$ cat src/rtl/dataPkg.sv
package dataPkg;

	// Register contents, ALU operands and memory data
	typedef logic signed [31:0] word_t;

	typedef logic [31:0] addr_t;   // Byte address
	typedef logic [4:0] regIdx_t;  // r0 .. r31
	typedef logic [31:0] instr_t;

endpackage

$ cat src/rtl/writebackStage.sv
`timescale 1ns/1ps

module writebackStage (
	input  logic             RESET,
	input  logic             CLK,
	input  logic             regWrite,
	input  logic             fromMem,
	input  dataPkg::regIdx_t destIdx,
	input  dataPkg::word_t   aluResult,
	input  dataPkg::word_t   readData,
	output logic             wbValid,
	output dataPkg::regIdx_t wbReg,
	output dataPkg::word_t   wbData
);
	logic wbFromMem;
	dataPkg::word_t aluHeld;

	always_ff @(posedge RESET or posedge CLK) begin
		if (CLK) begin
			wbValid <= 1'b0;
			wbFromMem <= 1'b0;
			wbReg <= '0;
			aluHeld <= '0;
		end else begin
			wbValid <= regWrite;
			wbFromMem <= fromMem;
			wbReg <= destIdx;
			aluHeld <= aluResult;
		end
	end

	// Memory data arrives registered, aligned with the held ALU result
	assign wbData = wbFromMem ? readData : aluHeld;

endmodule

$ cat config.mk
export PLATFORM = sky130hd
export DESIGN_NAME = writebackStage
export DESIGN_NICKNAME = d
export VERILOG_FILES = /design/src/rtl/dataPkg.sv /design/src/rtl/writebackStage.sv
export SDC_FILE = /design/constraint.sdc
export NUM_CORES = 1
export LEC_CHECK = 0
export BUFFER_PORTS_ARGS = -buffer_cell sky130_fd_sc_hd__buf_2
export CORE_ASPECT_RATIO = 0.6
export CORE_MARGIN = 5
export CORE_UTILIZATION = 41
export CTS_BUF_LIST = sky130_fd_sc_hd__clkbuf_2
export DETAILED_ROUTE_END_ITERATION = 8
export GPL_TIMING_DRIVEN = 0
export PLACE_DENSITY = 0.81
export SYNTH_ARGS = -nofsm -noshare
export SYNTH_HDL_FRONTEND = slang
export SYNTH_SLANG_ARGS = --single-unit
$ cat constraint.sdc
create_clock -name RESET -period 1.5 [get_ports RESET]
set_input_delay 0.45 -clock RESET [delete_from_list [all_inputs] [get_ports RESET]]
set_output_delay 0.45 -clock RESET [all_outputs]
set_load 0.01 [all_outputs]
# Word-level counts from Yosys, hierarchy flattened
# Index checks and enable logic that the tools add are counted.
[totals]
ff_bits = 39
latchBits = 0
mem_bits_rw = 0
romBits = 0
wordCells = 5
mem_count = 0
[op_classes]
n_addsub = 0
multipliers = 0
n_div = 0
n_lt_le_gt_ge = 0
eq_ne = 0
shifts = 0
mux = 1
bitwise_logic = 0
n_reduce_logical = 0
[op_table]
columns = ["op", "count"]
rows = [
  ["32-bit 2-to-1 mux", 1],
]

# Logic depth before layout (Yosys ltp)
[depth]
word_depth = 1
depth_mapped = 3
ltp_nobuf = 1

# Worst setup path before layout
# No wires, ideal clock.
[synth_path]
kind = "reg2out"
startpoint = "reg wbFromMem"
endpoint = "out wbData[0]"
t_arrival_ns = 0.933
required_ns = 1.050
slack_ns = 0.117
path_stages_with_launch = 4
cell_sequence = "dfrtp_1 > buf_6 > buf_12 > mux2_4"
[synth_via]
elab_chain_cells = 1
[synth_rtl]
columns = ["item", "line_no", "text"]
rows = [
  ["start, declared", "writebackStage.sv:15", "logic wbFromMem;"],
  ["start signal, assigned", "writebackStage.sv:26", "wbFromMem <= fromMem;"],
  ["32-bit 2-to-1 mux", "writebackStage.sv:33", "assign wbData = wbFromMem ? readData : aluHeld;"],
  ["end, declared", "writebackStage.sv:13", "output dataPkg::word_t wbData"],
]
# Every way passes these cells.

# Final worst setup path
[layout_path]
startpoint = "reg wbFromMem"
endpoint = "out wbData[23]"
# Same word-level chain as after synthesis.

==> out/qor.yml <==
floorplanning:
  die-area_mm2: 0.005076
  initial_utilization: 0.4215
  die_y_um: 57.23
  core_area_mm2: 0.003616
  io-pin-count: 111
  die_w_um: 88.71
  core.rowCount: 17
synthesis:
  synth.distinct_cells: 6
  synth_cells: 76
  syn_nets: 149
  synth.avg_cell_area_um2: 20.05
  ys_warn_count: 0
  seq_area_frac_synth: 0.6404
  syn_area_mm2: 0.001524
  synth_seq_cells: 39
grt:
  met2_usage: 0.2156
  grt_pass1_wl_um: 5444
  grt_max_degree: 40
  grt-ovfl-total: 0
  grt-busiest-layer: "met2"
  first_global_vias: 1190
  antenna_found_initial: 0
  use_met3: 0.1010
  groute.usage.overall: 0.1464
  grtUsageMet1: 0.1633
pwr:
  total_leakage_power_nw: 1.293
  fin_total_pwr_w: 0.002198
  ir_drop_mv: 0.6033
  power_density_mw_per_mm2: 913.8
worst_setup_path:
  crit_path_cell_trace: "buf_6 -> buf_12 -> mux2_4 -> buf_6"
  critPathKind: "reg2out"
  cpMostUsedCell: "buf_6"
  critPathMaxFanout: 10
  slowest_delay_ns: 0.41
  critPathLaunchType: "flip-flop"
  cp.arrival_ns: 1.49
  critPathRequiredTime_ns: 1.05
  endpoint_kind: "primary output"
  slowest_stage: "dfrtp_1"
final_layout:
  n_antenna_cell: 0
  fin_nets: 267
  utilization: 0.6651
  stdcell_area_mm2: 0.002405
  area_growth_pct: 57.80
  layoutNonFillerInstCount: 242
  layout-drive-gt1-share: 0.7949
sta:
  grt_setup_unrepaired: "yes"
  period_minus_slack_ns: 1.939
  slew_headroom: 0.4792
  min_period_over_period: 1.293
  hold_viol: 0
  setup_viol: 32
  drv_slew: 0
  layout_setup_ws_ns: -0.4388
  tightest_slew_ns: 0.7801
  clock.fmax_ghz: 0.5158
  holdWs_ns: 0.1596
cts:
  h-tree-depth: 2
  cts_buffers: 5
  clkTransAtPathRegs_ns: 0.19
  cts.path.max_buffers: 2
  cts_tree: "yes"
  clkSinkCount: 39
  root_buffer: "clkbuf_2"
placement:
  placed_area_mm2: 0.002133
  dpl.cell_count: 233
  port_buffers: 110
  hpwlAfterDp_um: 2815
  place_congestion: 0.6621
min_path:
  min_path_type: "in2reg"
  hold_depth: 1
routing:
  post_drt_wl_per_cell_um: 14.87
  vias_per_cell: 4.360
  drt-total-wl_um: 3599
  dr_total_vias: 1055
  dr.pass1.iters: 4
  drc_errors: 0
  drtIter0Drc: 7
  detail-route-antenna-nets: 0
run_status:
  violations: "negative setup slack"
  status: "complete, but fails checks"
flow_run:
  cap_viol_max_count: 0
[layer usage]
layer | wire [um] | share of wire | vias to the layer above
met5 | 0 | 0 | -
met2 | 1571 | 0.44 | 75
li1 | - | - | 493
met1 | 1304 | 0.36 | 483
met3 | 679 | 0.19 | 4
met4 | 44 | 0.012 | 0
[layout make-up]
cell class	instances	area [um^2]
buffer	4	71.32
clock buffer	5	25.02
clock inverter	3	38.79
fill	269	1211
inverter	1	3.754
multi-input combinational	32	473.0
sequential	39	975.9
tap	47	58.81
timing repair buffer	111	758.2
[report_power, final]
part / switching (W) / leakage (nW) / internal, W
clock network: 0.000327 / 0.0404 / 0.000275
logic: 0.000170 / 0.798 / 0.000307
registers: 0.0000137 / 0.454 / 0.00110
[stage by stage]
stage | setup TNS, ns | setup WS (ns)
after floorplan | 0 | 0.1165
after global placement | -12.46 | -0.3074
after detailed placement | -0.7399 | -0.03339
after CTS | -14.90 | -0.4739
after global routing | -16.81 | -0.5364
final | -13.75 | -0.4388
[flip-flops by register name, indices dropped and copies added (netlist names)]
register,count
aluHeld,32
wbReg,5
wbFromMem,1
wbValid,1
[cell usage in the layout (no fill, tap or decap)]
| cell type | instances |
|---|---|
| buf_2 | 78 |
| mux2_4 | 30 |
| inv_2 | 1 |
| clkinv_1 | 1 |
| clkinv_2 | 1 |
| dfrtp_1 | 39 |
| buf_6 | 33 |
| bufinv_16 | 1 |
| mux2_2 | 2 |
| clkbuf_2 | 5 |
| buf_4 | 1 |
| buf_12 | 3 |
[what timing repair did]
item,CTS,global route
pin swaps,0,0
gates resized for setup,32,0
hold buffers,0,0
setup buffers,1,0
endpoints found under the setup margin,32,32
[worst max-delay path: cells and delay by family (launching register included)]
family                 cells  cell delay [ns]
flip-flops                 1             0.41
buffers and inverters      3             0.41
multiplexers               1             0.30
[cells in the mapped netlist]
cell type	count	share of area
dfrtp_1	39	0.64
buf_6	1	0.0074
mux2_4	30	0.30
buf_12	3	0.039
inv_1	1	0.0025
mux2_2	2	0.015
[final timing paths]
| check | startpoint | to | slack, ns |
|---|---|---|---|
| max | wbFromMem | wbData[23] | -0.44 |
| min | destIdx[1] | wbReg[1] | 0.16 |
| max in group asynchronous | CLK | aluHeld[26] | 0.82 |
| min in group asynchronous | CLK | wbReg[0] | 0.18 |
[cells by family (layout without fill, tap and decap cells)]
family | after synthesis | in the layout | synth area share
mux | 32 | 32 | 0.3103
flops | 39 | 39 | 0.6404
buf+inv | 5 | 124 | 0.04926
No activity file was read; power rests on OpenSTA's default activity.
