<file path="src/rtl/dataPkg.sv">
package dataPkg;

	// Register contents, ALU operands and memory data
	typedef logic signed [31:0] word_t;

	typedef logic [31:0] addr_t;   // Byte address
	typedef logic [4:0] regIdx_t;  // r0 .. r31
	typedef logic [31:0] instr_t;

endpackage

</file>
<file path="src/rtl/dataMemory.sv">
`timescale 1ns/1ps

module dataMemory #(
	parameter int memWords = 64
) (
	input  logic           RESET,
	input  logic           CLK,
	input  dataPkg::addr_t address,
	input  dataPkg::word_t writeData,
	input  logic           memWrite,
	input  logic           memRead,
	output dataPkg::word_t readData
);
	localparam int idxBits = $clog2(memWords);

	dataPkg::word_t mem [memWords];
	logic [idxBits-1:0] wordIdx;

	// Byte offset and bits above the index are dropped
	assign wordIdx = address[idxBits+1:2];

	always_ff @(posedge RESET or posedge CLK) begin
		if (CLK) begin
			for (int i = 0; i < memWords; i++) begin
				mem[i] <= '0;
			end
			readData <= '0;
		end else if (memWrite) begin
			mem[wordIdx] <= writeData; // Write wins over read
			readData <= '0;
		end else if (memRead) begin
			readData <= mem[wordIdx];
		end else begin
			readData <= '0;
		end
	end

endmodule

</file>
<file path="config.mk">
export PLATFORM = sky130hd
export DESIGN_NAME = dataMemory
export DESIGN_NICKNAME = d
export VERILOG_FILES = /design/src/rtl/dataPkg.sv /design/src/rtl/dataMemory.sv
export SDC_FILE = /design/constraint.sdc
export NUM_CORES = 2
export LEC_CHECK = 0
export ABC_AREA = 0
export CORE_MARGIN = 2
export CORE_UTILIZATION = 30
export CTS_BUF_LIST = sky130_fd_sc_hd__clkbuf_8 sky130_fd_sc_hd__clkbuf_16
export CTS_CLUSTER_SIZE = 20
export DETAILED_ROUTE_END_ITERATION = 8
export DONT_BUFFER_PORTS = 1
export PLACE_DENSITY = 0.49
export SKIP_LAST_GASP = 1
export SYNTH_ARGS = -nofsm -noshare
export SYNTH_HDL_FRONTEND = slang
export SYNTH_SLANG_ARGS = --single-unit
</file>
<file path="constraint.sdc">
create_clock -name RESET -period 103.8 [get_ports RESET]
set_clock_uncertainty 0.15 [all_clocks]
set_input_delay 20.76 -clock RESET [delete_from_list [all_inputs] [get_ports RESET]]
set_output_delay 20.76 -clock RESET [all_outputs]
set_load 0.005 [all_outputs]
</file>
# Word level (Yosys, flattened, before mapping)
# Index checks and enable logic that the tools add are counted.
# totals
input_bits	68
register_bits	2080
# classes
n_reduce_logical	1
mux	8
magnitude_cmp	2
bitwise	1
# ops
operator	count
$bwmux W2048	1
$bmux W32 S6	1
$demux W32 S6	1
$mux W32	5
$ge A7 B7 Y1 const B	1
$lt A7 B1 Y1 const B	1
$not A6 Y7	1
$logic_and A1 B1 Y1	1

# Depth between registers and ports, before layout
# depth
depth_word	6
ltp_mapped	11

# Least setup slack after synthesis
# No wires, ideal clock.
# synth_path
kind	in2reg
startpoint	input address[4]
endpoint	register mem[128] (netlist name)
arrival_time_ps	22355
n_path_buf	4
setup_slack_ps	81170
path_stages	8
path_cell_list	buf_2 nor2b_1 clkbuf_1 buf_2 nand3_1 nor2_1 buf_4 mux2_2
# synth_via
elab_chain_cells	6
elab_cells_between_ends	7
classes_between	order compare (2); mux (3); bitwise (1); reduce/logical (1)
# synth_lines
element	line	rtl
start, declared	dataMemory.sv:8	input dataPkg::addr_t address,
$not A6 Y7 (not written as such) *	dataMemory.sv:29	mem[wordIdx] <= writeData;
$ge A7 B7 Y1 (not written as such) / $lt A7 B1 Y1 (equally long branches)	dataMemory.sv:29	
$logic_and A1 B1 Y1 (not written as such)	dataMemory.sv:29	
$mux W32 (not written as such)	dataMemory.sv:29	
$demux W32 S6 *	dataMemory.sv:29	
$bwmux W2048 *	dataMemory.sv:29	
end signal, assigned by index	dataMemory.sv:29	
end, declared	dataMemory.sv:16	dataPkg::word_t mem [memWords];
# Every way passes the cells marked *; elsewhere a longest branch is shown, timed or not.
# A chain may end at the register's enable or synchronous reset.

==> results.yml <==
timing:
  hold_viol_final: 0
  fin_crit_sh_pct: 24.8
  tightest_slew_ps: 1280
  final-max-slew-violation-count: 0
  fin_setup_tns_ps: 0
  maxSlewHeadroom_pct: 14.8
  fin_crit_ps: 25720
  rsz0062_at_grt: "no"
  max_clock_freq_mhz: 38.9
  setup_viol: 0
die:
  start_util_pct: 30.2
  num_io_pins: 100
  die_area_um2: 315000
  rows: 204
  die_w_um: 561
  die_h_um: 561
  core_area_um2: 309000
logic_synthesis:
  synth.avg_cell_area_um2: 13.5
  synthFlopType: "dfrtp_1"
  syn-num-nets: 6979
  synth.distinct_cells: 62
  syn_area_um2: 93200
  netlist_instances: 6911
  ys_seq_elements: 2080
  yosys_warnings: 0
  ys_async_sr_fraction_pct: 100
  ys_seq_area_share_pct: 55.9
  synth_edf_count: 0
power:
  total_power_mw: 1.98
  p_int_mw: 1.49
  power_frac_clock_pct: 40.4
  switching_share_pct: 25.0
  power_density_nw_per_um2: 19.1
  switching_power_mw: 0.496
  peakVddDrop_mv: 0.0143
  seqPwrFrac_pct: 48.9
  pwr-share-comb_pct: 10.7
  p_leak_nw: 47.0
setup_path:
  reg2reg_to: "readData[29]"
  crit_family: "buffers and inverters"
  cp.arrival_ps: 26440
  path_cells: "inv_8 -> buf_4 -> buf_4 -> buf_4 -> buf_12 -> buf_4 -> buf_4"
  worstSetupEndpoint: "mem[465]"
  crit_path_top_delay_cell: "buf_4"
  crit_fanout: 167
  worstSetupPathDepth: 7
  path_buf_inv: 7
  endpoint_kind: "asynchronous set/reset pin"
  reg2reg_depth: 5
  cp-start-kind: "input pin"
  slowest_delay_ps: 890
  critical_path_class: "input pin to asynchronous set/reset pin"
  r2r-start: "mem[861]"
  crit_required_ps: 104520
  reg2reg_slack_ps: 100880
  cpMostUsedCell: "buf_4"
  crit_start: "CLK"
detailed_routing:
  via_count: 62426
  wl_per_cell_um: 32.4
  first_pass_iters: 6
  antenna_left: 0
  drc: 0
  drt_iter0_markers: 5403
  via_per_inst: 5.77
  routed_wl_um: 351000
cells_and_area:
  drive_gt1_share_pct: 40.4
  fin_nets: 6578
  final_util_pct: 33.6
  syn_to_final_growth_pct: 11.4
placed_design:
  hpwl_um: 184000
  place_congestion: 0.785
  io_buffers: 0
grt:
  grt_pass1_vias: 64147
  grt_usage_pct: 21.8
  grt_max_degree: 334
  antenna_found_initial: 12
  grt_pass1_wl_um: 499000
  grt.overflow.total: 0
worst_hold_path:
  hold_path_depth: 1
  hp-class: "register to register"
clock_network:
  numClockSinks: 2080
  clk_pin_slew_worst_paths_ps: 60
  clock_latency_ps: 910
  cts_tree: "done"
  cts_setup_buffers: 0
  clockRootBuffer: "clkbuf_16"
  clock_path_buffers: 4
  htree_levels: 4
  cts_resized: 0
  hold_buffers: 0
  cts_buffers: 226
run_status:
  outcome: "finished clean"
run:
  drv_cap: 0
synthesized netlist by cell type (all sizes together), types with 2 or more instances:
library cell / instances / share of area (%)
a211oi: 4 / 0.032
a21o: 2 / 0.016
a21oi: 63 / 0.34
a221o: 15 / 0.16
a221oi: 691 / 6.5
a222oi: 2 / 0.021
a22o: 38 / 0.36
a22oi: 101 / 0.81
a31o: 2 / 0.019
a31oi: 11 / 0.074
a41oi: 9 / 0.085
and2: 6 / 0.043
and3: 10 / 0.067
and4: 9 / 0.085
buf: 441 / 2.4
clkbuf: 336 / 1.4
dfrtp: 2080 / 56
inv: 5 / 0.020
mux2: 2119 / 26
mux2i: 106 / 1.1
mux4: 18 / 0.44
nand2: 109 / 0.44
nand2b: 4 / 0.027
nand3: 18 / 0.097
nand3b: 4 / 0.032
nand4: 7 / 0.047
nor2: 342 / 1.4
nor2b: 11 / 0.074
nor3: 8 / 0.043
o211ai: 6 / 0.048
o21a: 7 / 0.056
o21ai: 174 / 0.93
o21bai: 2 / 0.016
o221a: 2 / 0.024
o221ai: 29 / 0.27
o22a: 13 / 0.12
o22ai: 57 / 0.38
o2bb2ai: 22 / 0.21
o311a: 4 / 0.043
o31a: 6 / 0.056
o32ai: 2 / 0.019
o41a: 5 / 0.060
or3b: 2 / 0.019
routing by layer:
layer / share of wire, % / vias to the layer above / GRT usage [%] / wire [µm]
met5: 0 / - / 0 / 0
met2: 48 / 2106 / 36.4 / 167000
met3: 5.7 / 562 / 2.98 / 20100
met1: 43 / 34594 / 29.0 / 151000
li1: - / 25164 / - / -
met4: 3.6 / 0 / 7.62 / 12800
cells by family (layout without fill, tap and decap cells):
group	count (synthesis)	in the layout	synth area share, %
other	0	11	0
DFF	2080	2080	55.9
and+or+nand+nor	532	532	2.38
AOI/OAI and AO/OA	1274	1274	10.7
buffers and inverters	782	554	3.82
muxes	2243	2243	27.2
metrics by stage:
step / worst slack [ps] / cell area, µm² / hold slack, ps / instances
final: 78080 / 104000 / 349 / 10814
after global routing: 77260 / 104000 / 361 / 10804
after CTS: 77900 / 104000 / 349 / 10803
after detailed placement: 76950 / 96500 / 336 / 10402
after global placement: 77170 / 96500 / 322 / 10402
after floorplan: 24130 / 93200 / 310 / 6911
area by class of cell:
class	count	area, µm²
multi-input combinational	4049	38000
fill	30276	205000
tap	4120	5150
timing repair buffer	148	1260
clock buffer	274	6340
sequential	2080	52000
clock inverter	127	926
inverter	5	41.3
antenna	11	27.5
sequential cells by signal, indices dropped and copies added, names as in the netlist:
signal and count:
readData 32, mem 2048
power by group through the flow:
| stage | Clock [mW] | Sequential, mW | Combinational [mW] |
|---|---|---|---|
| global route | 0.849 | 0.981 | 0.230 |
| global placement | 0 | 0.976 | 0.207 |
| CTS | 0.817 | 0.968 | 0.214 |
| floorplan | 0 | 0.977 | 0.176 |
| detailed placement | 0 | 0.983 | 0.213 |
| finish | 0.802 | 0.969 | 0.213 |
worst register-to-register path, cell delays in order (launching register included):
cell	delay [ps]
dfrtp_1	380
mux4_2	460
mux2i_1	370
o22ai_1	230
nor3_1	750
a31oi_1	360
cell usage in the layout, fill, tap and decap left out, types with 11 or more instances in the layout:
master	n
mux2_2	2114
dfrtp_1	2080
a221oi_1	689
nor2_1	304
clkbuf_16	228
o21ai_0	173
buf_4	136
mux2i_1	106
a22oi_1	101
inv_1	80
nand2_1	76
a21oi_1	63
o22ai_1	57
clkbuf_8	46
a22o_1	38
nor2_4	35
o221ai_1	29
nand2_2	24
clkinv_2	24
o2bb2ai_1	22
nand3_1	18
mux4_2	18
a221o_1	15
o22a_1	13
bufinv_16	12
buf_12	12
diode_2	11
a31oi_1	11
worst min path at each step:
stage                         start   endpoint  slack (ps)
after global placement    mem[1518]  mem[1518]         320
after floorplan           mem[1518]  mem[1518]         310
after global routing       mem[243]   mem[243]         360
after detailed placement  mem[1518]  mem[1518]         340
final                      mem[893]   mem[893]         350
after CTS                 mem[1661]  mem[1661]         350
No activity file was read; power rests on OpenSTA's default activity.
