File: src/rtl/isaPkg.sv
package isaPkg;

	// MIPS instruction field widths
	localparam int opWidth = 6;
	localparam int functWidth = 6;
	localparam int immWidth = 16;
	localparam int aluOpWidth = 3;

	typedef logic [opWidth-1:0] opcode_t;
	typedef logic [functWidth-1:0] funct_t;
	typedef logic [aluOpWidth-1:0] aluOp_t;

	// Primary opcodes
	localparam opcode_t opRegType = 6'h00;
	localparam opcode_t opAddImm = 6'h08;
	localparam opcode_t opLoad = 6'h23;  // lw
	localparam opcode_t opStore = 6'h2B; // sw

	// R-type function codes
	localparam funct_t fnAdd = 6'h20;
	localparam funct_t fnSub = 6'h22;
	localparam funct_t fnAnd = 6'h24;
	localparam funct_t fnOr = 6'h25;
	localparam funct_t fnSlt = 6'h2A;

	// ALU operation select
	localparam aluOp_t aluAdd = 3'd0;
	localparam aluOp_t aluSub = 3'd1;
	localparam aluOp_t aluAnd = 3'd2;
	localparam aluOp_t aluOr = 3'd3;
	localparam aluOp_t aluSlt = 3'd4;

endpackage

File: src/rtl/dataPkg.sv
package dataPkg;

	// Register contents, ALU operands and memory data
	typedef logic signed [31:0] word_t;

	typedef logic [31:0] addr_t;   // Byte address
	typedef logic [4:0] regIdx_t;  // r0 .. r31
	typedef logic [31:0] instr_t;

endpackage

File: src/rtl/aluUnit.sv
`timescale 1ns/1ps

module aluUnit (
	input  dataPkg::word_t opA,
	input  dataPkg::word_t opB,
	input  dataPkg::word_t immediate,
	input  logic           useImm,
	input  isaPkg::aluOp_t aluOp,
	output dataPkg::word_t result
);
	dataPkg::word_t opSel;

	assign opSel = useImm ? immediate : opB; // I-type takes the immediate

	always_comb begin
		case (aluOp)
			isaPkg::aluAdd: result = opA + opSel;
			isaPkg::aluSub: result = opA - opSel;
			isaPkg::aluAnd: result = opA & opSel;
			isaPkg::aluOr: result = opA | opSel;
			isaPkg::aluSlt: result = (opA < opSel) ? 32'sd1 : 32'sd0; // Signed compare
			default: result = '0;
		endcase
	end

endmodule

File: config.mk
export PLATFORM = sky130hd
export DESIGN_NAME = aluUnit
export DESIGN_NICKNAME = d
export VERILOG_FILES = /design/src/rtl/isaPkg.sv /design/src/rtl/dataPkg.sv /design/src/rtl/aluUnit.sv
export SDC_FILE = /design/constraint.sdc
export NUM_CORES = 1
export LEC_CHECK = 0
export BUFFER_PORTS_ARGS = -buffer_cell sky130_fd_sc_hd__buf_2
export CORE_UTILIZATION = 35
export DETAILED_ROUTE_END_ITERATION = 8
export PLACE_DENSITY = 0.64
export RECOVER_POWER = 25
export SLEW_MARGIN = 20
export SYNTH_ARGS = -nofsm -noshare
export SYNTH_HDL_FRONTEND = slang
export SYNTH_SLANG_ARGS = --single-unit
File: constraint.sdc
create_clock -name vclk -period 8.1
set_input_delay 2.43 -clock vclk [all_inputs]
set_output_delay 2.43 -clock vclk [all_outputs]
set_load 0.01 [all_outputs]
# Word level (Yosys, flattened, before mapping)

Cells that the tools add are included.

$add $sub $neg: 2
Muxes and demuxes: 3
Bitwise gates (word level): 2
Equality and inequality tests: 4
Reduce and logical (&&, ||, !) cells: 1
$lt $le $gt $ge: 1

Operator list:

| kind                 | count |
|---|---|
| $pmux W32 S5         | 1 |
| $add A32 B32 Y32     | 1 |
| $and A32 B32 Y32     | 1 |
| $lt A32 B32 Y1       | 1 |
| $mux W32             | 1 |
| $or A32 B32 Y32      | 1 |
| $sub A32 B32 Y32     | 1 |
| $eq A3 B2 Y1 const B | 2 |
| $eq A3 B1 Y1 const B | 1 |
| $eq A3 B3 Y1 const B | 1 |
| $logic_not A3 Y1     | 1 |
| $mux W1              | 1 |

Register bits: 0
Output and inout port bits: 32

# Longest topological paths before layout

Depth in word-level cells: 4
Gate-level depth with buffers: 16
Depth with buffers taken out: 14

# Worst setup path after synthesis

OpenSTA, ideal clock, no wires.

Path kind: input -> output
Start: input port useImm
End: output port result[18]
Arrival time: 5755 ps
Slack: -85 ps
Buffers on the path: 2
Cell stages on the path: 15
Cell sequence: clkbuf_1 > buf_1 > mux2i_1 > inv_1 > ha_1 > fa_1 > nor2_1 > o311ai_2 > a211oi_2 > o21ai_2 > a211oi_1 > nor2_2 > xnor2_1 > mux4_2 > nor2_1

Cells in the longest elaborated chain, start to end: 3

RTL lines:

| what                                     | RTL line      | RTL |
|---|---|---|
| start, declared                          | aluUnit.sv:7  | `input logic useImm,` |
| $mux W32 (*)                             | aluUnit.sv:13 | `assign opSel = useImm ? immediate : opB;` |
| $sub A32 B32 Y32 (tied with other cells) | aluUnit.sv:18 | `isaPkg::aluSub: result = opA - opSel;` |
| $pmux W32 S5 (*)                         | aluUnit.sv:16 | `case (aluOp)` |
| end, declared                            | aluUnit.sv:9  | `output dataPkg::word_t result` |

Mark *: on every way between the ends. The rest lies on a longest branch, timed or not.

# Worst setup path after layout

Same ends and word-level chain as after synthesis.

==> reports/summary.log <==
INFO  sta            setup_tns=0ps
INFO  worst_setup_path critPathMaxStageDelay=450ps
INFO  placement      pre_cts_ws=-22.6ps
INFO  global_route   grt_pass1_vias=5690
INFO  final_layout   total_number_of_sequential_cells=0
INFO  sta            unrepaired_setup_endpoints_after_global_routing=true
INFO  worst_setup_path critical-path-top-delay-family=compound AO/OA/AOI/OAI gates
INFO  final_layout   final_layout_net_count=1124
INFO  sta            final_period_demand_of_the_worst_path=7930ps
INFO  min_path       min-delay-path-class=in -> out
INFO  sta            setup_viol_count_final=0
INFO  sta            slew_viol_final=0
INFO  final_layout   num-fill-cells=1578
INFO  global_route   grt_usage=0.215
INFO  final_layout   clock_buffer_count=0
INFO  route          drt.antenna.violating_nets=0
INFO  route          via_per_inst=5.65
INFO  final_layout   insertedDiodeCount=0
INFO  worst_setup_path cp_data_arrival_time=5500ps
INFO  sta            period_share=0.979
INFO  power_and_ir_drop peakVddDrop=0.0000296V
INFO  sta            finalWorstSetupSlack=169ps
INFO  final_layout   post-route-util=0.441
INFO  floorplanning  initial_core_util=0.360
INFO  floorplanning  pin_count=132
INFO  worst_setup_path worstSetupStartpointType=primary input
INFO  placement      placed_wire_length_estimate_after_detailed_placement=14100um
INFO  synth          syn_area=0.00525mm^2
INFO  worst_setup_path crit_slowest_cell=mux4_2
INFO  route          post_drt_wl_per_cell=16.0um
INFO  status         outcome=finished clean
INFO  floorplanning  coreArea=0.0146mm^2
INFO  final_layout   area_growth_syn_to_layout=22.6%
INFO  floorplanning  placementRows=44
INFO  sta            tightest_slew=1310ps
INFO  worst_setup_path setup.worst_path.class=in -> out
INFO  sta            max_freq=126MHz
INFO  synth          yosysWarnings=0
INFO  final_layout   final_layout_size_suffix_gt1_frac=0.234
INFO  sta            hold_viol=0
INFO  worst_setup_path critical_path.max_fanout=6
INFO  global_route   grt_first_pass_wirelength=28400um
INFO  route          dr_total_vias=6201
INFO  worst_setup_path worstPathBufferInverterCount=3
INFO  placement      gpl.final_weighted_congestion=0.980
INFO  global_route   grt_max_degree=62
INFO  power_and_ir_drop power.leakage=3.22nW
INFO  placement      buffer_ports.inserted=132
INFO  worst_setup_path timing.critical_path.from=useImm
INFO  route          drc_errors_left=0
INFO  route          finalWirelength=17600um
INFO  synth          seq_area_frac_synth=0
INFO  global_route   number_of_antenna_violations_at_the_first_check_in_global_routing=0
INFO  worst_setup_path crit_cells=13
INFO  worst_setup_path crit_path_end_kind=primary output
INFO  floorplanning  die_w=124um
INFO  sta            slew_headroom=0.127
INFO  worst_setup_path cp-endpoint=result[18]
INFO  synth          number_of_distinct_library_cell_variants_in_the_gate_level_netlist_after_synthesis=70
INFO  sta            timing.hold.ws=5440ps
INFO  global_route   grt.overflow.total=0
INFO  floorplanning  die_height=124um
INFO  final_layout   fin_cells=1098
INFO  placement      post-place-cells=1096
INFO  flow_run       maxCapViolCount=0
INFO  synth          net_count_after_synthesis=991
INFO  power_and_ir_drop cellPowerDensity=83.8mW/mm^2
INFO  synth          syn_avg_cell_area=6.70um^2
INFO  route          drt_first_iter_violations=524
INFO  worst_setup_path crit_required=5670ps
INFO  worst_setup_path crit_path_cell_trace=clkbuf_4, buf_4, mux2i_1, ha_1, nor2b_4, o31ai_4, a31oi_2, a211oi_2, o21bai_1, xnor2_1, mux4_2, nor2_1, buf_2
INFO  synth          postSynthCellCount=783
INFO  route          drt_pass1_iterations=7
INFO  final_layout   regArea=0um^2
INFO  floorplanning  die-area=0.0155mm^2
## cells by family after synthesis
family                   share of synthesized area
adder cells (fa/ha/maj)                      0.260
AO/OA/AOI/OAI                                0.335
AND/OR/NAND/NOR                              0.173
multiplexers                                0.0832
buffers and inverters                        0.102
XOR/XNOR                                    0.0467
## layout by cell type (no fill, tap or decap), types with 16 or more instances in the layout
cell type / n
mux2i_1: 30
o21ai_0: 48
nand2_1: 45
a21oi_1: 86
buf_2: 128
ha_1: 103
xnor2_1: 24
nor2_1: 84
buf_4: 34
inv_1: 98
nand3_1: 16
## per-layer routing
layer,vias up,global-route usage,wire [um]
met2,290,0.357,7890
li1,3038,-,-
met4,0,0.0361,214
met3,23,0.00773,1080
met1,2850,0.311,8400
met5,-,0,0
## where the power goes
group | internal [mW] | switching, mW
sequential | 0 | 0
combinational | 0.220 | 0.319
clock | 0 | 0
## cells in the mapped netlist (3+ instances only)
| master | n | area [um^2] |
|---|---|---|
| mux2i_1 | 38 | 380 |
| and3_1 | 4 | 25.0 |
| nand3_1 | 16 | 80.1 |
| xor2_1 | 4 | 35.0 |
| o2111ai_1 | 3 | 26.3 |
| o211ai_1 | 11 | 82.6 |
| buf_1 | 7 | 26.3 |
| o21ai_0 | 48 | 240 |
| a31oi_1 | 7 | 43.8 |
| nand4_1 | 6 | 37.5 |
| o21bai_1 | 14 | 105 |
| o21ai_1 | 6 | 30.0 |
| nor2b_1 | 6 | 37.5 |
| inv_1 | 98 | 368 |
| nor2_1 | 87 | 327 |
| a21oi_1 | 88 | 440 |
| clkbuf_1 | 26 | 97.6 |
| nand2_1 | 45 | 169 |
| o31a_1 | 3 | 26.3 |
| buf_2 | 5 | 25.0 |
| ha_1 | 106 | 1330 |
| o31ai_1 | 7 | 52.6 |
| nor3_1 | 12 | 60.1 |
| o21a_1 | 9 | 67.6 |
| a211oi_1 | 13 | 97.6 |
| a21o_1 | 11 | 82.6 |
| xnor2_1 | 24 | 210 |
| nor4_1 | 5 | 31.3 |
| nand2b_1 | 4 | 25.0 |
| or3_1 | 4 | 25.0 |
| o22ai_1 | 13 | 81.3 |
## timing repair
action	in CTS	in global routing
cloned	0	0
pin swaps	0	6
resized for setup	1	36
setup buffers	0	2
endpoints found under the setup margin	1	17
hold buffers	0	0
## worst min-delay path by stage
stage / cells past startpoint / end / start
floorplan: 3 / result[20] / aluOp[1]
global placement: 3 / result[1] / aluOp[2]
detailed placement: 3 / result[1] / aluOp[2]
CTS: 3 / result[1] / aluOp[2]
global route: 3 / result[1] / aluOp[2]
finish: 3 / result[1] / aluOp[2]
## worst min-delay path, delay by kind of cell
family	cells	cell delay (ps)
buf+inv	2	420
simple gates	1	160
## per-stage QoR
stage,power [mW],cell area (um^2)
final,0.539,6430
after global routing,0.592,6430
after CTS,0.515,6270
after detailed placement,0.512,6260
after global placement,0.513,6260
after floorplan,0.348,5250
## area by class of cell
class,count,area [um^2],share of cell area
multi-input combinational,644,4860,0.755
timing repair buffer,170,965,0.150
inverter,100,379,0.0589
tap,184,230,0.0358
(Power assumes the default switching activity.)
