## config.mk

```make
export PLATFORM = sky130hd
export DESIGN_NAME = controlDecoder
export DESIGN_NICKNAME = d
export VERILOG_FILES = /design/src/rtl/isaPkg.sv /design/src/rtl/dataPkg.sv /design/src/rtl/controlDecoder.sv
export SDC_FILE = /design/constraint.sdc
export NUM_CORES = 1
export LEC_CHECK = 0
export ABC_AREA = 1
export BUFFER_PORTS_ARGS = -buffer_cell sky130_fd_sc_hd__buf_2
export CAP_MARGIN = 10
export CORE_MARGIN = 2
export CORE_UTILIZATION = 36
export DETAILED_ROUTE_END_ITERATION = 10
export PLACE_DENSITY_LB_ADDON = 0.2
export RECOVER_POWER = 50
export SLEW_MARGIN = 25
export SYNTH_ARGS = -nofsm -noshare
export SYNTH_HDL_FRONTEND = slang
export SYNTH_SLANG_ARGS = --single-unit
```

## constraint.sdc

```tcl
create_clock -name vclk -period 2.3
set_clock_uncertainty 0.15 [all_clocks]
set_input_delay 0.115 -clock vclk [all_inputs]
set_output_delay 0.115 -clock vclk [all_outputs]
set_load 0.01 [all_outputs]
```

## src/rtl/isaPkg.sv

```systemverilog
package isaPkg;

	// MIPS instruction field widths
	localparam int opWidth = 6;
	localparam int functWidth = 6;
	localparam int immWidth = 16;
	localparam int aluOpWidth = 3;

	typedef logic [opWidth-1:0] opcode_t;
	typedef logic [functWidth-1:0] funct_t;
	typedef logic [aluOpWidth-1:0] aluOp_t;

	// Primary opcodes
	localparam opcode_t opRegType = 6'h00;
	localparam opcode_t opAddImm = 6'h08;
	localparam opcode_t opLoad = 6'h23;  // lw
	localparam opcode_t opStore = 6'h2B; // sw

	// R-type function codes
	localparam funct_t fnAdd = 6'h20;
	localparam funct_t fnSub = 6'h22;
	localparam funct_t fnAnd = 6'h24;
	localparam funct_t fnOr = 6'h25;
	localparam funct_t fnSlt = 6'h2A;

	// ALU operation select
	localparam aluOp_t aluAdd = 3'd0;
	localparam aluOp_t aluSub = 3'd1;
	localparam aluOp_t aluAnd = 3'd2;
	localparam aluOp_t aluOr = 3'd3;
	localparam aluOp_t aluSlt = 3'd4;

endpackage

```

## src/rtl/dataPkg.sv

```systemverilog
package dataPkg;

	// Register contents, ALU operands and memory data
	typedef logic signed [31:0] word_t;

	typedef logic [31:0] addr_t;   // Byte address
	typedef logic [4:0] regIdx_t;  // r0 .. r31
	typedef logic [31:0] instr_t;

endpackage

```

## src/rtl/controlDecoder.sv

```systemverilog
`timescale 1ns/1ps

module controlDecoder (
	input  dataPkg::instr_t  instr,
	input  logic             instrValid,
	output dataPkg::regIdx_t rsIdx,
	output dataPkg::regIdx_t rtIdx,
	output dataPkg::regIdx_t destIdx,
	output dataPkg::word_t   immediate,
	output isaPkg::aluOp_t   aluOp,
	output logic             useImm,
	output logic             memWrite,
	output logic             memRead,
	output logic             regWrite
);
	localparam int extBits = $bits(dataPkg::word_t) - isaPkg::immWidth;

	isaPkg::opcode_t opcode;
	isaPkg::funct_t funct;
	dataPkg::regIdx_t rdIdx;
	logic writesReg;

	assign opcode = instr[31:26];
	assign rsIdx = instr[25:21];
	assign rtIdx = instr[20:16];
	assign rdIdx = instr[15:11];
	assign funct = instr[5:0];
	assign immediate = {{extBits{instr[isaPkg::immWidth-1]}}, instr[isaPkg::immWidth-1:0]};

	always_comb begin
		aluOp = isaPkg::aluAdd; // Address calc and addi
		useImm = 1'b0;
		memWrite = 1'b0;
		memRead = 1'b0;
		writesReg = 1'b0;
		destIdx = rtIdx;
		case (opcode)
			isaPkg::opLoad: begin
				useImm = 1'b1;
				memRead = 1'b1;
				writesReg = 1'b1;
			end
			isaPkg::opStore: begin
				useImm = 1'b1;
				memWrite = 1'b1;
			end
			isaPkg::opAddImm: begin
				useImm = 1'b1;
				writesReg = 1'b1;
			end
			isaPkg::opRegType: begin
				destIdx = rdIdx;
				writesReg = 1'b1;
				case (funct)
					isaPkg::fnAdd: aluOp = isaPkg::aluAdd;
					isaPkg::fnSub: aluOp = isaPkg::aluSub;
					isaPkg::fnAnd: aluOp = isaPkg::aluAnd;
					isaPkg::fnOr: aluOp = isaPkg::aluOr;
					isaPkg::fnSlt: aluOp = isaPkg::aluSlt;
					default: writesReg = 1'b0; // Unknown funct is a no-op
				endcase
			end
			default: writesReg = 1'b0;
		endcase

		// No strobe without an instruction
		if (!instrValid) begin
			memWrite = 1'b0;
			memRead = 1'b0;
			writesReg = 1'b0;
		end
	end

	assign regWrite = writesReg && (destIdx != '0); // r0 is never written

endmodule

```

### After elaboration in Yosys (flattened, before gate mapping)

Index checks and enable logic that the tools add are counted.

| operators by class | value |
|---|---|
| eq/ne operators | 8 |
| mux-type cells | 11 |
| reduce and logical (&&, ||, !) cells | 6 |

Operators with widths:

| kind | count |
|---|---|
| 6-bit equality test (second input constant) | 7 |
| 3-bit one-hot mux with 4 select lines | 1 |
| 1-bit two-way mux | 7 |
| 6-bit by 4-bit equality test with 1-bit output (second input constant) | 1 |
| 6-bit zero test | 1 |
| 5-bit two-way mux | 1 |
| 5-bit nonzero test | 1 |
| 5-bit OR reduction | 1 |
| 3-bit two-way mux | 1 |
| 3-bit OR reduction | 1 |
| 1-bit one-hot mux with 2 select lines | 1 |
| 2-bit OR reduction | 1 |
| 1-bit logical AND | 1 |

| word-level totals | value |
|---|---|
| flip-flop bits (word level) | 0 |
| input bits | 33 |
| output and inout bits | 54 |
| logic and storage cells | 25 |

### Logic depth before layout (Yosys ltp)

Gate-level depths: netlist of run 1.

| depth | value |
|---|---|
| depth in word-level cells | 6 |
| mapped depth | 9 |
| mapped depth without buffers | 9 |

### Worst setup path after synthesis of run 1

No wires, ideal clock.

| timing path | value |
|---|---|
| kind | in2out |
| from | in instr[27] |
| to | out regWrite |
| arrival | 0.830 ns |
| data required time | 2.035 ns |
| slack | 1.205 ns |
| stages on the path | 7 |
| path buffers | 0 |
| cell sequence | nor2_4 > nand2_2 > nor2_4 > nand3_2 > nand3_1 > nand2_1 > nor2_1 |

| on the way | value |
|---|---|
| cells in the longest elaborated chain, start to end | 5 |
| elaborated cells on any way between the ends | 9 |
| those cells by class | eq/ne: 2; mux: 3; reduce/logical: 4 |

Ends and longest elaborated chain:

| what | RTL line | source |
|---|---|---|
| from (decl) | controlDecoder.sv:4 | `input dataPkg::instr_t instr,` |
| 6-bit by 4-bit equality test with 1-bit output or 6-bit equality test (tied branches) | controlDecoder.sv:37 | `case (opcode)` |
| 2-bit OR reduction (no source line) | - |  |
| 1-bit one-hot mux with 2 select lines | controlDecoder.sv:37 |  |
| 1-bit two-way mux | controlDecoder.sv:67 | `if (!instrValid) begin` |
| 1-bit logical AND (*) | controlDecoder.sv:74 | `assign regWrite = writesReg && (destIdx != '0);` |
| to (decl) | controlDecoder.sv:14 | `output logic regWrite` |

Every way passes the cells marked *; elsewhere a longest branch is shown, timed or not.

### Worst setup path in the final report of run 1

Ends and elaborated chain as after synthesis.

==> impl_metrics.yaml, run 1 <==
sta:
  fmax_mhz: 741
  fin_crit_ps: 1350
  worst_hold_slack_ps: 80.0
  drv_slew: 0
  fin_tns_setup_ps: 0
  finalHoldViolCount: 0
  tightest_slew_ps: 474
  setup_violations: 0
  rsz0062_at_grt: "no"
  fin_crit_sh_pct: 58.7
  maxSlewHeadroom_pct: 68.4
global_routing:
  grt_pass1_wl_mm: 1.78
  track_usage_pct: 10.3
  grt_overflow: 0
  grt_pass1_vias: 477
  grt_max_degree: 19
  antenna_found_initial: 0
critical_path:
  crit_arrival_ps: 1080
  critical_path.max_fanout: 5
  cp-end-kind: "output pin"
  worst_ep_required_time_ps: 2040
  path_class: "in2out"
  startpoint_type: "input pin"
cells_and_area:
  area_delta_synth_final_pct: 4.53
  final_cell_mix: "buf_2, inv_1, nand2_1, clkbuf_1, nor2_1"
  final.clkbuf_count: 0
  final_cells: 166
  diodes: 0
  nNetsFinal: 176
  register_area_um2: 0
  layout_commonest_cell: "buf_2"
  nFlopsAndLatches: 0
  drive_gt1_share_pct: 41.1
run_status:
  status: "finished clean"
routing:
  detail-route-antenna-nets: 0
  vias: 671
  drt_first_pass_iters: 4
  wl_per_cell_um: 7.89
  drt-total-wl_mm: 1.31
  route.detailed.drc: 0
  drt_iter0_drc: 5
  via_per_inst: 4.04
pwr:
  finalPower_mw: 0.110
  ir_drop_uv: 90.4
  powerDensity_nw_per_um2: 159
  p_leak_nw: 0.453
place:
  dpl.hpwl_mm: 1.21
  portBuffers: 67
  dp.cells: 166
  gp_congestion: 0.682
job:
  max_cap_viol_count: 0
floorplanning:
  num_rows: 15
  io_pins: 87
  coreArea_um2: 1730
  fp.dieW_um: 46.9
  start_util_pct: 38.4
  die_area_um2: 2200
  fp.dieH_um: 46.9
yosys:
  synth_cell_types: 14
  yosysTopAreaCellShare_pct: 47.5
  syn_area_um2: 663
  ys_top_cells_by_area: "buf_4, inv_1, nand2_1, nor2_1, nor2_4"
  synthCells: 116
  synth_largest_area_cell: "buf_4"
  synth-seq-area-share_pct: 0
  syn_nets: 149
  synth_warnings: 0
  syn_avg_cell_area_um2: 5.72
clock_network:
  cts_setup_buffers: 0
  postCtsHoldBufs: 0
  ctsResizeCount: 0
min_path:
  hold_path.class: "in2out"
-- cells by family after synthesis --
kind of cell / Yosys count / share of synthesized area (%)
AND/OR/NAND/NOR: 49 / 37.7
buffers and inverters: 64 / 60.0
AO/OA/AOI/OAI: 3 / 2.26
-- routing by layer --
metal  track usage, %  up-vias  share of wire [%]
li1                 -      355                  -
met1             12.7      266                 36
met2             20.0       46                 50
met3            0.385        4                 14
met4             1.11        0               0.69
met5                0        -                  0
-- worst max-delay path: stages --
cell     delay, ps
buf_2          120
nor2_4         180
nand2_2         90
nor2_4         130
nand2_1         60
nand2_1         80
nand3_1         70
nor2_1          80
nor2_1          40
buf_2          130
-- area by class of cell --
| cell class | count | area [µm²] |
|---|---|---|
| timing repair buffer | 67 | 314 |
| tap | 25 | 31.3 |
| fill | 224 | 1030 |
| multi-input combinational | 52 | 265 |
| inverter | 22 | 82.6 |
-- Yosys cell counts, drive strengths merged --
| cell | n |
|---|---|
| buf | 42 |
| inv | 22 |
| nand2 | 22 |
| nor2 | 16 |
| nand3 | 8 |
| o21ai | 3 |
| nand4 | 2 |
| nor3 | 1 |
-- final timing paths --
kind,from,endpoint,slack [ps],cells past startpoint
worst max-delay path,instr[27],regWrite,950,10
worst min-delay path,instr[24],rsIdx[3],80,0
-- stage by stage --
step / setup slack, ps / util [%] / cell area, µm²
2_1_floorplan: 1210 / - / 663
3_3_place_gp: 941 / 41.4 / 714
3_5_place_dp: 935 / 41.4 / 714
4_1_cts: 934 / 41.4 / 714
5_1_grt: 767 / 40.1 / 693
6_report: 951 / 40.1 / 693
-- where the power goes --
part | internal, mW | switching, mW | total [mW]
sequential | 0 | 0 | 0
combinational | 0.0440 | 0.0659 | 0.110
clock | 0 | 0 | 0
total | 0.0440 | 0.0659 | 0.110
Power figures use the tool's default switching activity.
==> inputs of run 2 (changes only) <==
Settings changed: CORE_UTILIZATION 36 to 30.
Clock period 2.3 ns to 1.2 ns, I/O delays scaled along.
==> run 2 against run 1 <==
The run now ends with negative setup slack left. Non-clock buffer count up 20. Via count is 13% higher. Final cell count increased by 14%. Sequential share of layout area unchanged.
==> impl_metrics.yaml, run 2 (same netlist as run 1, synthesis figures left out) <==
critical_path:
  path_depth: 10
  critical_path.max_fanout: 4
  path_class: "in2out"
  path_delay_family: "simple AND/OR/NAND/NOR gates"
  path_common_cell: "nand2_2"
  worst_ep_required_time_ps: 990
  startpoint_type: "input pin"
  crit_chain: "buf_6, nor2_4, nand2_2, nor2_4, nand2_2, nand2_2, nand3_2, nor2_1, nor2_1, buf_2"
  cp-end-kind: "output pin"
  max_stage_delay_ps: 160
  crit_path_top_delay_cell: "nor2_4"
  crit_buf_inv: 2
  crit_arrival_ps: 1030
pwr:
  p_int_mw: 0.134
  p_seq_share_pct: 0
  ir_drop_uv: 169
  pwr-share-clk_pct: 0
  power_frac_comb_pct: 100.0
  p_leak_nw: 0.540
  powerDensity_nw_per_um2: 306
  swShare_pct: 52.8
  power_switching_mw: 0.150
sta:
  fin_crit_ps: 1240
  worst_hold_slack_ps: 188
  tightest_slew_ps: 236
  fmax_mhz: 808
  layout_setup_ws_ps: -37.5
  rsz0062_at_grt: "yes"
  setup_violations: 1
  maxSlewHeadroom_pct: 84.2
  fin_tns_setup_ps: -37.5
  drv_slew: 0
  fin_crit_sh_pct: 103
  finalHoldViolCount: 0
floorplanning:
  io_pins: 87
  coreArea_um2: 2150
  num_rows: 17
  fp.dieH_um: 51.0
  start_util_pct: 30.9
  die_area_um2: 2600
  fp.dieW_um: 51.0
run_status:
  status: "finished with violations"
  violations: "negative setup slack"
routing:
  wl_per_cell_um: 7.69
  vias: 758
  via_per_inst: 4.01
  drt_first_pass_iters: 4
  detail-route-antenna-nets: 0
  drt-total-wl_mm: 1.45
  route.detailed.drc: 0
  drt_iter0_drc: 4
min_path:
  worstHoldPathCells: 2
  hold_path.class: "in2out"
global_routing:
  grt_pass1_wl_mm: 2.31
  grt_max_degree: 19
  track_usage_pct: 10.4
  antenna_found_initial: 0
  grt_pass1_vias: 623
  grt_overflow: 0
place:
  place_area_um2: 771
  dpl.hpwl_mm: 1.26
  gp_congestion: 0.629
  dp.cells: 176
  portBuffers: 67
cells_and_area:
  final.clkbuf_count: 0
  layout_commonest_cell: "buf_2"
  nFlopsAndLatches: 0
  area_delta_synth_final_pct: 40.4
  finish.instance_area_um2: 931
  final_cells: 189
  drive_gt1_share_pct: 44.7
  nNetsFinal: 196
  diodes: 0
  register_area_um2: 0
  final_cell_mix: "buf_2, clkbuf_1, inv_1, nand2_1, nor2_1"
job:
  max_cap_viol_count: 0
run 2: layout make-up:
cell class	instances	area (µm²)
fillers	255	1220
repair buffers	87	528
multi-input cells	52	285
inverters	22	82.6
well taps	28	35.0
run 2: worst paths after layout:
check | startpoint | to | slack (ps)
worst max-delay path | instr[30] | regWrite | -40
worst min-delay path | instr[5] | immediate[5] | 190
run 2: through the flow:
stage | util (%) | setup slack (ps) | power (mW)
final | 43.3 | -37.5 | 0.285
after global routing | 43.3 | -131 | 0.317
after CTS | 41.1 | -23.9 | 0.277
after detailed placement | 35.9 | -37.8 | 0.236
after global placement | 35.9 | -25.6 | 0.234
after floorplan | - | 215 | 0.206
run 2: per-layer routing:
metal  track usage, %  routed length [µm]
met1             11.4                 501
met5                0                   0
met3                0                 154
met4                0                   0
met2             22.7                 797
run 2: repair_timing:
action | 4_1_cts | 5_1_grt
setup buffers | 0 | 3
pin swaps | 1 | 13
hold buffers | 10 | 0
gates resized for setup | 3 | 20
setup endpoints to repair | 1 | 5
hold endpoints to repair | 10 | 0
run 2: power by group through the flow:
stage	Sequential, mW	Clock [mW]	Combinational (mW)
floorplan	0	0	0.206
global placement	0	0	0.234
detailed placement	0	0	0.236
CTS	0	0	0.277
global route	0	0	0.317
finish	0	0	0.285
